===== src/hw/tackPkg.sv =====
// Transfer acknowledge shared types
// Counter widths for the ROM setup delay and the unclaimed-cycle timeout,
// plus the state encodings of the acknowledge driver and the CIA sequencer

package tackPkg;

    ////////////////////
    // Counter widths
    ////////////////////

    // ROM setup delay, a handful of CLK80 cycles
    typedef logic [2:0] romCountT;

    // Unclaimed cycle timeout, a few microseconds at 80 MHz
    typedef logic [7:0] timeoutCountT;

    ////////////////////
    // State machines
    ////////////////////

    // Acknowledge pulse shaping
    // Assert and Hold drive low, Negate drives high before release
    typedef enum logic [1:0] {
        tackIdle,
        tackAssert,
        tackHold,
        tackNegate
    } tackStateT;

    // CIA termination sequence
    typedef enum logic [1:0] {
        ciaIdle,
        ciaWaitHigh,
        ciaWaitLow,
        ciaDone
    } ciaStateT;

endpackage


===== src/hw/cycleMonitor.sv =====
// Bus cycle monitor
// Flags the start of each CPU bus cycle and runs the unclaimed-cycle timeout.
// When nothing on the bus answers, a late acknowledge is requested so the
// CPU never hangs on an unmapped address.

`timescale 1ns/1ps

module cycleMonitor #(
    parameter tackPkg::timeoutCountT timeoutCycles = 8'd249
) (
    input  logic CLK80,
    input  logic DELAYED_TACK_RST,
    input  logic tsN,
    input  logic clk40,
    input  logic agnusSpace,
    input  logic tackIn,
    input  logic tackBusy,
    output logic cycleStart,
    output logic timeoutReq
);

    import tackPkg::*;

    timeoutCountT timeoutCount;
    logic         timeoutClear;

    // Any acknowledge on the bus, chip-set space, or our own driver at work
    // ends the need for a timeout
    assign timeoutClear = !tackIn || agnusSpace || tackBusy;

    ////////////////////
    // Cycle start
    ////////////////////

    // Transfer start only counts during the high phase of the bus clock
    always_ff @(posedge CLK80 or posedge DELAYED_TACK_RST) begin
        if (DELAYED_TACK_RST) begin
            cycleStart <= 1'b0;
        end else begin
            cycleStart <= !tsN && clk40;
        end
    end

    ////////////////////
    // Timeout counter
    ////////////////////

    always_ff @(posedge CLK80 or posedge DELAYED_TACK_RST) begin
        if (DELAYED_TACK_RST) begin
            timeoutCount <= '0;
            timeoutReq   <= 1'b0;
        end else begin
            // Single cycle pulse by default
            timeoutReq <= 1'b0;
            if (timeoutClear) begin
                timeoutCount <= '0;
            end else if (timeoutCount == '0) begin
                // Idle, arm on a new cycle
                if (cycleStart) timeoutCount <= timeoutCountT'(1);
            end else if (timeoutCount == timeoutCycles) begin
                timeoutReq   <= 1'b1;
                timeoutCount <= '0;
            end else begin
                timeoutCount <= timeoutCount + timeoutCountT'(1);
            end
        end
    end

endmodule


===== src/hw/romTackDelay.sv =====
// ROM acknowledge delay
// Holds back the acknowledge of a ROM cycle long enough for the ROM
// to meet its access time, then requests a single acknowledge pulse.

`timescale 1ns/1ps

module romTackDelay #(
    parameter tackPkg::romCountT romDelayCycles = 3'd3
) (
    input  logic CLK80,
    input  logic DELAYED_TACK_RST,
    input  logic cycleStart,
    input  logic romEn,
    output logic romReq
);

    import tackPkg::*;

    // Zero means idle, otherwise cycles since the start was seen
    romCountT romCount;

    ////////////////////
    // Setup delay
    ////////////////////

    always_ff @(posedge CLK80 or posedge DELAYED_TACK_RST) begin
        if (DELAYED_TACK_RST) begin
            romCount <= '0;
            romReq   <= 1'b0;
        end else begin
            romReq <= 1'b0;
            if (romCount == '0) begin
                // Only a ROM-enabled start begins the delay
                if (cycleStart && romEn) begin
                    romCount <= romCountT'(1);
                end
            end else if (romCount == romDelayCycles) begin
                // Delay done, one request toward the driver
                romReq   <= 1'b1;
                romCount <= '0;
            end else begin
                // Starts seen in here are ignored
                romCount <= romCount + romCountT'(1);
            end
        end
    end

endmodule


===== src/hw/ciaTackSync.sv =====
// CIA cycle termination
// The CIA select and the slow CIA clock are asynchronous to CLK80 and are
// synchronized first. A CIA cycle is acknowledged just after the CIA clock
// falls while the select is active, during the low phase of the bus clock.
// One request is made per assertion of the select.

`timescale 1ns/1ps

module ciaTackSync (
    input  logic CLK80,
    input  logic DELAYED_TACK_RST,
    input  logic ciaEnable,
    input  logic clkCia,
    input  logic clk40,
    output logic ciaReq
);

    import tackPkg::*;

    // Bit 0 is the metastable stage, bit 1 the usable one
    logic [1:0] ciaEnPipe;
    logic [1:0] clkCiaPipe;

    logic ciaEnSync;
    logic clkCiaSync;
    logic ciaFall;

    ciaStateT ciaState;

    ////////////////////
    // Synchronizers
    ////////////////////

    always_ff @(posedge CLK80 or posedge DELAYED_TACK_RST) begin
        if (DELAYED_TACK_RST) begin
            ciaEnPipe  <= 2'b00;
            clkCiaPipe <= 2'b00;
        end else begin
            ciaEnPipe  <= {ciaEnPipe[0], ciaEnable};
            clkCiaPipe <= {clkCiaPipe[0], clkCia};
        end
    end

    assign ciaEnSync  = ciaEnPipe[1];
    assign clkCiaSync = clkCiaPipe[1];

    // CIA clock seen low after a high, in the low half of the bus clock
    assign ciaFall = (ciaState == ciaWaitLow) && !clkCiaSync && !clk40;

    // Request taken straight from the decode, it lasts one cycle because
    // the FSM leaves WaitLow on the same edge
    assign ciaReq = ciaFall;

    ////////////////////
    // CIA sequencer
    ////////////////////

    always_ff @(posedge CLK80 or posedge DELAYED_TACK_RST) begin
        if (DELAYED_TACK_RST) begin
            ciaState <= ciaIdle;
        end else begin
            case (ciaState)
                ciaIdle: begin
                    if (ciaEnSync) ciaState <= ciaWaitHigh;
                end
                ciaWaitHigh: begin
                    // Select dropped before the CIA answered
                    if (!ciaEnSync) begin
                        ciaState <= ciaIdle;
                    end else if (clkCiaSync) begin
                        ciaState <= ciaWaitLow;
                    end
                end
                ciaWaitLow: begin
                    if (!ciaEnSync) begin
                        ciaState <= ciaIdle;
                    end else if (ciaFall) begin
                        ciaState <= ciaDone;
                    end
                end
                ciaDone: begin
                    // Hold here until the select goes away, one ack per select
                    if (!ciaEnSync) ciaState <= ciaIdle;
                end
                default: ciaState <= ciaIdle;
            endcase
        end
    end

endmodule


===== src/hw/tackDriver.sv =====
// Transfer acknowledge driver
// Merges the ROM, CIA and timeout requests and shapes the acknowledge
// seen by the CPU: two cycles low, one cycle driven high, then released.
// Requests arriving while a pulse is in progress are dropped.

`timescale 1ns/1ps

module tackDriver (
    input  logic CLK80,
    input  logic DELAYED_TACK_RST,
    input  logic romReq,
    input  logic ciaReq,
    input  logic timeoutReq,
    output logic tackOut,
    output logic tackOe,
    output logic tackBusy
);

    import tackPkg::*;

    tackStateT tackState;
    logic      anyReq;

    assign anyReq = romReq || ciaReq || timeoutReq;

    // Lets the timeout know a pulse is already on its way
    assign tackBusy = (tackState != tackIdle);

    ////////////////////
    // Pulse shaper
    ////////////////////

    // Registered pin outputs so the bus sees clean edges
    always_ff @(posedge CLK80 or posedge DELAYED_TACK_RST) begin
        if (DELAYED_TACK_RST) begin
            tackState <= tackIdle;
            tackOut   <= 1'b1;
            tackOe    <= 1'b0;
        end else begin
            case (tackState)
                tackIdle: begin
                    if (anyReq) begin
                        tackState <= tackAssert;
                        tackOe    <= 1'b1;
                        tackOut   <= 1'b0;
                    end
                end
                // Second low cycle
                tackAssert: tackState <= tackHold;
                tackHold: begin
                    // Drive the line high before letting go
                    tackState <= tackNegate;
                    tackOut   <= 1'b1;
                end
                tackNegate: begin
                    tackState <= tackIdle;
                    tackOe    <= 1'b0;
                end
                default: begin
                    tackState <= tackIdle;
                    tackOut   <= 1'b1;
                    tackOe    <= 1'b0;
                end
            endcase
        end
    end

endmodule


===== src/hw/transferAck.sv =====
// 68040/68060 transfer acknowledge
// Cycle termination for ROM, CIA and unclaimed bus cycles at 80 MHz.
// The bus pin is split into level, enable and sensed bus level;
// the tri-state buffer sits outside this block.

`timescale 1ns/1ps

module transferAck #(
    parameter tackPkg::romCountT     romDelayCycles = 3'd3,
    parameter tackPkg::timeoutCountT timeoutCycles  = 8'd249
) (
    input  logic CLK80,
    input  logic DELAYED_TACK_RST,
    input  logic clk40,
    input  logic tsN,
    input  logic romEn,
    input  logic ciaEnable,
    input  logic clkCia,
    input  logic agnusSpace,
    input  logic tackIn,
    output logic tackOut,
    output logic tackOe
);

    // Start of a bus cycle, one CLK80 wide
    logic cycleStart;

    // Single cycle requests into the driver
    logic romReq;
    logic ciaReq;
    logic timeoutReq;

    // Driver is mid-pulse
    logic tackBusy;

    ////////////////////
    // Cycle detect and timeout
    ////////////////////

    cycleMonitor #(
        .timeoutCycles(timeoutCycles)
    ) cycleMonitor_i (
        .CLK80           (CLK80),
        .DELAYED_TACK_RST(DELAYED_TACK_RST),
        .tsN             (tsN),
        .clk40           (clk40),
        .agnusSpace      (agnusSpace),
        .tackIn          (tackIn),
        .tackBusy        (tackBusy),
        .cycleStart      (cycleStart),
        .timeoutReq      (timeoutReq)
    );

    ////////////////////
    // ROM
    ////////////////////

    romTackDelay #(
        .romDelayCycles(romDelayCycles)
    ) romTackDelay_i (
        .CLK80           (CLK80),
        .DELAYED_TACK_RST(DELAYED_TACK_RST),
        .cycleStart      (cycleStart),
        .romEn           (romEn),
        .romReq          (romReq)
    );

    ////////////////////
    // CIA
    ////////////////////

    ciaTackSync ciaTackSync_i (
        .CLK80           (CLK80),
        .DELAYED_TACK_RST(DELAYED_TACK_RST),
        .ciaEnable       (ciaEnable),
        .clkCia          (clkCia),
        .clk40           (clk40),
        .ciaReq          (ciaReq)
    );

    ////////////////////
    // Pin driver
    ////////////////////

    tackDriver tackDriver_i (
        .CLK80           (CLK80),
        .DELAYED_TACK_RST(DELAYED_TACK_RST),
        .romReq          (romReq),
        .ciaReq          (ciaReq),
        .timeoutReq      (timeoutReq),
        .tackOut         (tackOut),
        .tackOe          (tackOe),
        .tackBusy        (tackBusy)
    );

endmodule


===== config.mk =====
export PLATFORM = sky130hd
export DESIGN_NAME = transferAck
export DESIGN_NICKNAME = d
export VERILOG_FILES = /design/src/hw/tackPkg.sv /design/src/hw/cycleMonitor.sv /design/src/hw/romTackDelay.sv /design/src/hw/ciaTackSync.sv /design/src/hw/tackDriver.sv /design/src/hw/transferAck.sv
export SDC_FILE = /design/constraint.sdc
export NUM_CORES = 1
export LEC_CHECK = 0
export ABC_CLOCK_PERIOD_IN_PS = 2800
export BUFFER_PORTS_ARGS = -buffer_cell sky130_fd_sc_hd__buf_2
export CAP_MARGIN = 30
export CORE_ASPECT_RATIO = 0.9
export CORE_MARGIN = 2
export CORE_UTILIZATION = 55
export DETAILED_ROUTE_END_ITERATION = 10
export PLACE_DENSITY = 0.74
export SYNTH_ARGS = -nofsm -noshare
export SYNTH_HDL_FRONTEND = slang
export SYNTH_SLANG_ARGS = --single-unit

===== constraint.sdc =====
create_clock -name CLK80 -period 2.8 [get_ports CLK80]
set_input_delay 0.42 -clock CLK80 [delete_from_list [all_inputs] [get_ports CLK80]]
set_output_delay 0.42 -clock CLK80 [all_outputs]
set_load 0.01 [all_outputs]

# After elaboration in Yosys (flattened, before gate mapping)
# Cells that the tools add are included.
# classes
n_addsub	2
eq_ne	15
n_mux	25
n_reduce_logical	22
# op_table
op	n
8-bit 2-to-1 mux	4
2-bit case mux with 4 select lines	2
2-bit 2-to-1 mux	7
3-bit 2-to-1 mux	3
8-bit by 1-bit adder with 8-bit output (second input constant)	1
2-bit == test (second input constant)	4
8-bit == test (second input constant)	1
8-bit zero test	1
1-bit 2-to-1 mux	7
2-bit nonzero test	3
2-bit by 1-bit == test with 1-bit output (second input constant)	2
1-bit logical AND	4
1-bit zero test	4
2-bit zero test	2
1-bit logical OR	4
2-bit by 1-bit inequality test with 1-bit output (second input constant)	2
2-bit inequality test (second input constant)	2
1-bit case mux with 2 select lines	2
2-bit AND reduction	2
4-bit AND reduction	1
3-bit by 1-bit adder with 3-bit output (second input constant)	1
3-bit by 2-bit == test with 1-bit output (second input constant)	1
3-bit zero test	1
3-bit by 1-bit inequality test with 1-bit output (second input constant)	1
2 further kinds	2
# word_totals
ff_bits	24
inputBits	9
output_inout_bits	2
wordCells	75

# Logic depth before layout (Yosys ltp)
# depth
ltp_word	7
depth_mapped	6
ltp_nobuf	6

# Modules after synthesis
# A second synthesis with hierarchy kept.
# hier_totals
hier_cells	109
hier_area_um2	1203.7
# by_module_without_submodules
mod	instances	cells_each	area_each_um2	seq_area_each_um2
cycleMonitor	1	55	550.5	250.2
tackDriver	1	22	251.5	101.3
romTackDelay	1	18	206.4	100.1
ciaTackSync	1	14	195.2	150.1

# Worst setup path after synthesis
# OpenSTA, ideal clock, no wires.
# synth_path
path_kind	flip-flop to flip-flop
start	register cycleMonitor_i.timeoutCount[0]
end	register cycleMonitor_i.timeoutCount[0]
setup_ps	129
arrival_time_ps	1549
required_ps	2671
setup_slack_ps	1122
stages_incl_launch_ff	7
path_buffers	0
synth_period_minus_slack_ps	1678
path_cell_list	dfrtp_1 > inv_1 > ha_1 > or4b_4 > nor4_4 > nand2b_1 > o31ai_1
# synth_between
elab_chain_len	4
elab_cells_between_ends	7
cone_classes	1 x add/sub; 2 x eq/ne; 3 x mux; 1 x reduce/logical
# synth_lines
element	line	rtl
from (decl)	cycleMonitor.sv:24	timeoutCountT timeoutCount;
from (signal assigned)	cycleMonitor.sv:59	if (cycleStart) timeoutCount <= timeoutCountT'(1);
from (signal assigned)	cycleMonitor.sv:64	timeoutCount <= timeoutCount + timeoutCountT'(1);
8-bit by 1-bit adder with 8-bit output or 8-bit == test (tied branches)	cycleMonitor.sv:64, cycleMonitor.sv:60	
8-bit 2-to-1 mux	cycleMonitor.sv:60	end else if (timeoutCount == timeoutCycles) begin
8-bit 2-to-1 mux	cycleMonitor.sv:57	end else if (timeoutCount == '0) begin
8-bit 2-to-1 mux	cycleMonitor.sv:55	if (timeoutClear) begin
# Several ways; a longest one is shown, not always the timed one.
# A chain may end at the register's enable or synchronous reset.

# Worst setup path after layout
# layout_path
start	register cycleMonitor_i.timeoutCount[0]
end	register cycleMonitor_i.timeoutCount[1]
# Same word-level chain as after synthesis.

==> impl_metrics.toml <==
[synth]
yosys.area_share.simple_pct = 18.5
syn_area_um2 = 1150
yosys_warnings = 0
avgSynthCellArea_um2 = 11.1
async_flop_share_pct = 100
synthAdderAreaFrac_pct = 9.81
ys_ff_latch = 24
synth-xor-area-share_pct = 3.82
synthTopCellsByArea = "dfrtp_1 (50%), ha_1 (9.8%), nor2_1 (3.6%)"
seq_area_frac_synth_pct = 52.5
synth_cells = 103
yosysUniqueCellTypes = 35
synth_top_family_by_area = "simple AND/OR/NAND/NOR gates"
synth_top_cell_area_share_pct = 50.2
synth_flop_cell = "dfrtp_1"
synth_nets = 121
synth_largest_area_cell = "dfrtp_1"
synth_edf_count = 0
synth.area.mux_share_pct = 3.60
synth_compound_area_share_pct = 8.83

[setup_path]
startpoint_type = "register"
worstPathArrival_ps = 2030
worst_setup_path_end_kind = "register"
critPathKind = "reg -> reg"
cp_slowest_cell = "dfrtp_1"
worst-path-max-fanout = 7
cp_cell_sequence = "inv_1 > ha_1 > or4b_4 > nor4_4 > nand2b_1 > o21ai_1"
worstPathRequired_ps = 2990
reg2regPathDepth = 6
cpPeakStageDelay_ps = 460

[global_routing]
grt_max_degree = 25
grt_pass1_vias = 725
grt_pass1_wl_mm = 2.95
grt_antenna_before_repair = 0
overflow = 0
grtUsageTotal_pct = 16.4

[cts]
cts-root-buf = "clkbuf_4"
clock_tree.buffer_depth = 2
clock_sinks = 24
cts.clk_slew.worst_paths_ps = 120
post-cts-setup-buffer-count = 0
clk-insertion-delay-late_ps = 290
htree_levels = 1
post_cts_resized = 0
hold_buffers = 0
cts_buffers = 3
cts_tree = "built"

[routing]
dr.max_layer_used = "met4"
vias = 740
routed_via_density = 5.21
wl_mm = 1.68
dr.pass1.iters = 4
drt_iter0_markers = 17
antenna_left = 0
wl_met1_um = 879
met3_length_um = 37
wire_per_inst_um = 11.8
post-route-drc-count = 0
route.met2.wl_um = 753

[finish]
fin_nets = 136
design_area_um2 = 1250
final_layout_size_suffix_gt1_share_pct = 15.4
syn2layout_area_growth_pct = 9.38
antenna_cells = 0
n_fill_cell = 148

[power_and_ir_drop]
pwr-share-clk_pct = 16.7
leakagePower_nw = 0.595
combPwrFrac_pct = 31.7
switchingPower_mw = 0.277
switching_share_pct = 32.0
peakVddDrop_mv = 0.564
power_mw = 0.867
p_per_area_nw_per_um2 = 691
p_int_mw = 0.590
seqPwrFrac_pct = 51.6

[placement]
dpl_worst_slack_ps = 984
port-buffer-count = 10
dp_hpwl_mm = 1.30
place_congestion = 0.685
placed_area_um2 = 1230

[sta]
fin_tns_setup_ps = 0
fin_ws_ps = 960
slew_violations = 0
finalHoldViolCount = 0
skew_ps = 1.59
fmax_ghz = 0.544
finalCritPeriodShare_pct = 65.7
relSlewSlack_pct = 43.9
whs_ps = 220
tightest_slew_ps = 840
post-route-min-period_ps = 1840
setup_viol = 0
rsz0062_at_grt = "no"

[flow_run]
drv_cap = 0

[floorplanning]
die_height_um = 47.3
rows = 15
die_area_um2 = 2470
die_width_um = 52.1
design.portCount = 11
core_region_area_um2 = 1950
start_util_pct = 58.8

[run_status]
outcome = "finished, final reports clean"

[worst_hold_path]
hp-class = "in -> reg"
min_path_cells = 1
power by group through the flow:
| stage | logic, mW | clock network, mW | registers (mW) |
|---|---|---|---|
| floorplan | 0.211 | 0 | 0.452 |
| global placement | 0.266 | 0 | 0.449 |
| detailed placement | 0.281 | 0 | 0.454 |
| CTS | 0.280 | 0.152 | 0.448 |
| global route | 0.326 | 0.167 | 0.456 |
| finish | 0.275 | 0.145 | 0.448 |
state kept, by name, summed over array words and instances, names as in the netlist, 2 cells and up:
signal	flops
ciaTackSync_i.ciaEnPipe	2
ciaTackSync_i.ciaState	2
ciaTackSync_i.clkCiaPipe	2
cycleMonitor_i.timeoutCount	8
romTackDelay_i.romCount	3
tackDriver_i.tackState	2
per-stage QoR:
stage | cells | util, %
3_3_place_gp | 138 | 62.9
5_1_grt | 142 | 64.3
4_1_cts | 142 | 64.3
3_5_place_dp | 138 | 62.9
6_report | 142 | 64.3
2_1_floorplan | 103 | -
cell usage after synthesis, types with 2 or more instances:
master and n:
a211oi_1 2, nor2_1 11, o21ai_0 2, ha_1 9, mux2i_1 3, xnor2_1 3, and2_1 2, inv_1 9
o31ai_1 2, nand2b_1 2, o21ai_1 2, nand2_1 6, nand3_1 2, nor2b_1 2, xor2_1 2, dfrtp_1 23
nor3_1 2, nand3b_1 2
layout by cell type (no fill, tap or decap):
cell	instances
dfrtp_1	23
nor2_1	11
buf_2	10
inv_1	9
ha_1	9
nand2_1	6
xnor2_1	3
mux2i_1	3
clkbuf_4	3
nand3_1	2
nor3_1	2
a211oi_1	2
and2_1	2
xor2_1	2
nand2b_1	2
o31ai_1	2
nor2b_1	2
o21ai_0	2
o21ai_1	2
nand3b_1	2
or4b_4	1
nor4_4	1
nand4_1	1
or3_1	1
a311oi_1	1
mux2_2	1
a21o_1	1
and3_1	1
or2_2	1
o211ai_1	1
a21boi_0	1
nor3b_1	1
o2bb2ai_1	1
a21oi_1	1
nand4b_1	1
o22ai_1	1
clkbuf_1	1
dfstp_2	1
layout make-up:
class / instances / area (µm²) / share of cell area, %
well taps: 25 / 31.3 / 2.49
multi-input cells: 70 / 512 / 40.8
flip-flops and latches: 24 / 602 / 48.0
inverters: 9 / 33.8 / 2.69
repair buffers: 10 / 50.0 / 3.99
clock buffers: 4 / 26.3 / 2.09
path summary, 6_finish.rpt:
check | startpoint | to | slack, ps
setup / recovery | cycleMonitor_i.timeoutCount[0] | cycleMonitor_i.timeoutCount[1] | 960
hold / removal | clkCia | ciaTackSync_i.clkCiaPipe[0] | 220
setup reg to reg | cycleMonitor_i.timeoutCount[0] | cycleMonitor_i.timeoutCount[1] | 960
hold reg to reg | ciaTackSync_i.ciaEnPipe[0] | ciaTackSync_i.ciaEnPipe[1] | 370
max in group asynchronous | DELAYED_TACK_RST | cycleMonitor_i.timeoutCount[3] | 2010
min in group asynchronous | DELAYED_TACK_RST | romTackDelay_i.romCount[0] | 270
layer usage:
metal	vias to the layer above	GRT usage [%]
met5	-	0
met1	347	22.7
met3	2	1.91
li1	381	-
met2	10	27.1
met4	0	6.15
worst max-delay path: cells and delay by family (launching register included):
family,cells,cell delay (ps)
adder cells (fa/ha/maj),1,130
buffers and inverters,1,80
flip-flops,1,460
AO/OA/AOI/OAI,1,90
AND/OR/NAND/NOR,3,970
cells by family (layout without fill, tap and decap cells):
family                   Yosys count  after routing
AND/OR/NAND/NOR                   37             37
XOR/XNOR                           5              5
multiplexers                       4              4
flip-flops                        24             24
adder cells (fa/ha/maj)            9              9
AO/OA/AOI/OAI                     15             15
buffers and inverters              9             23
Power figures use the tool's default switching activity.
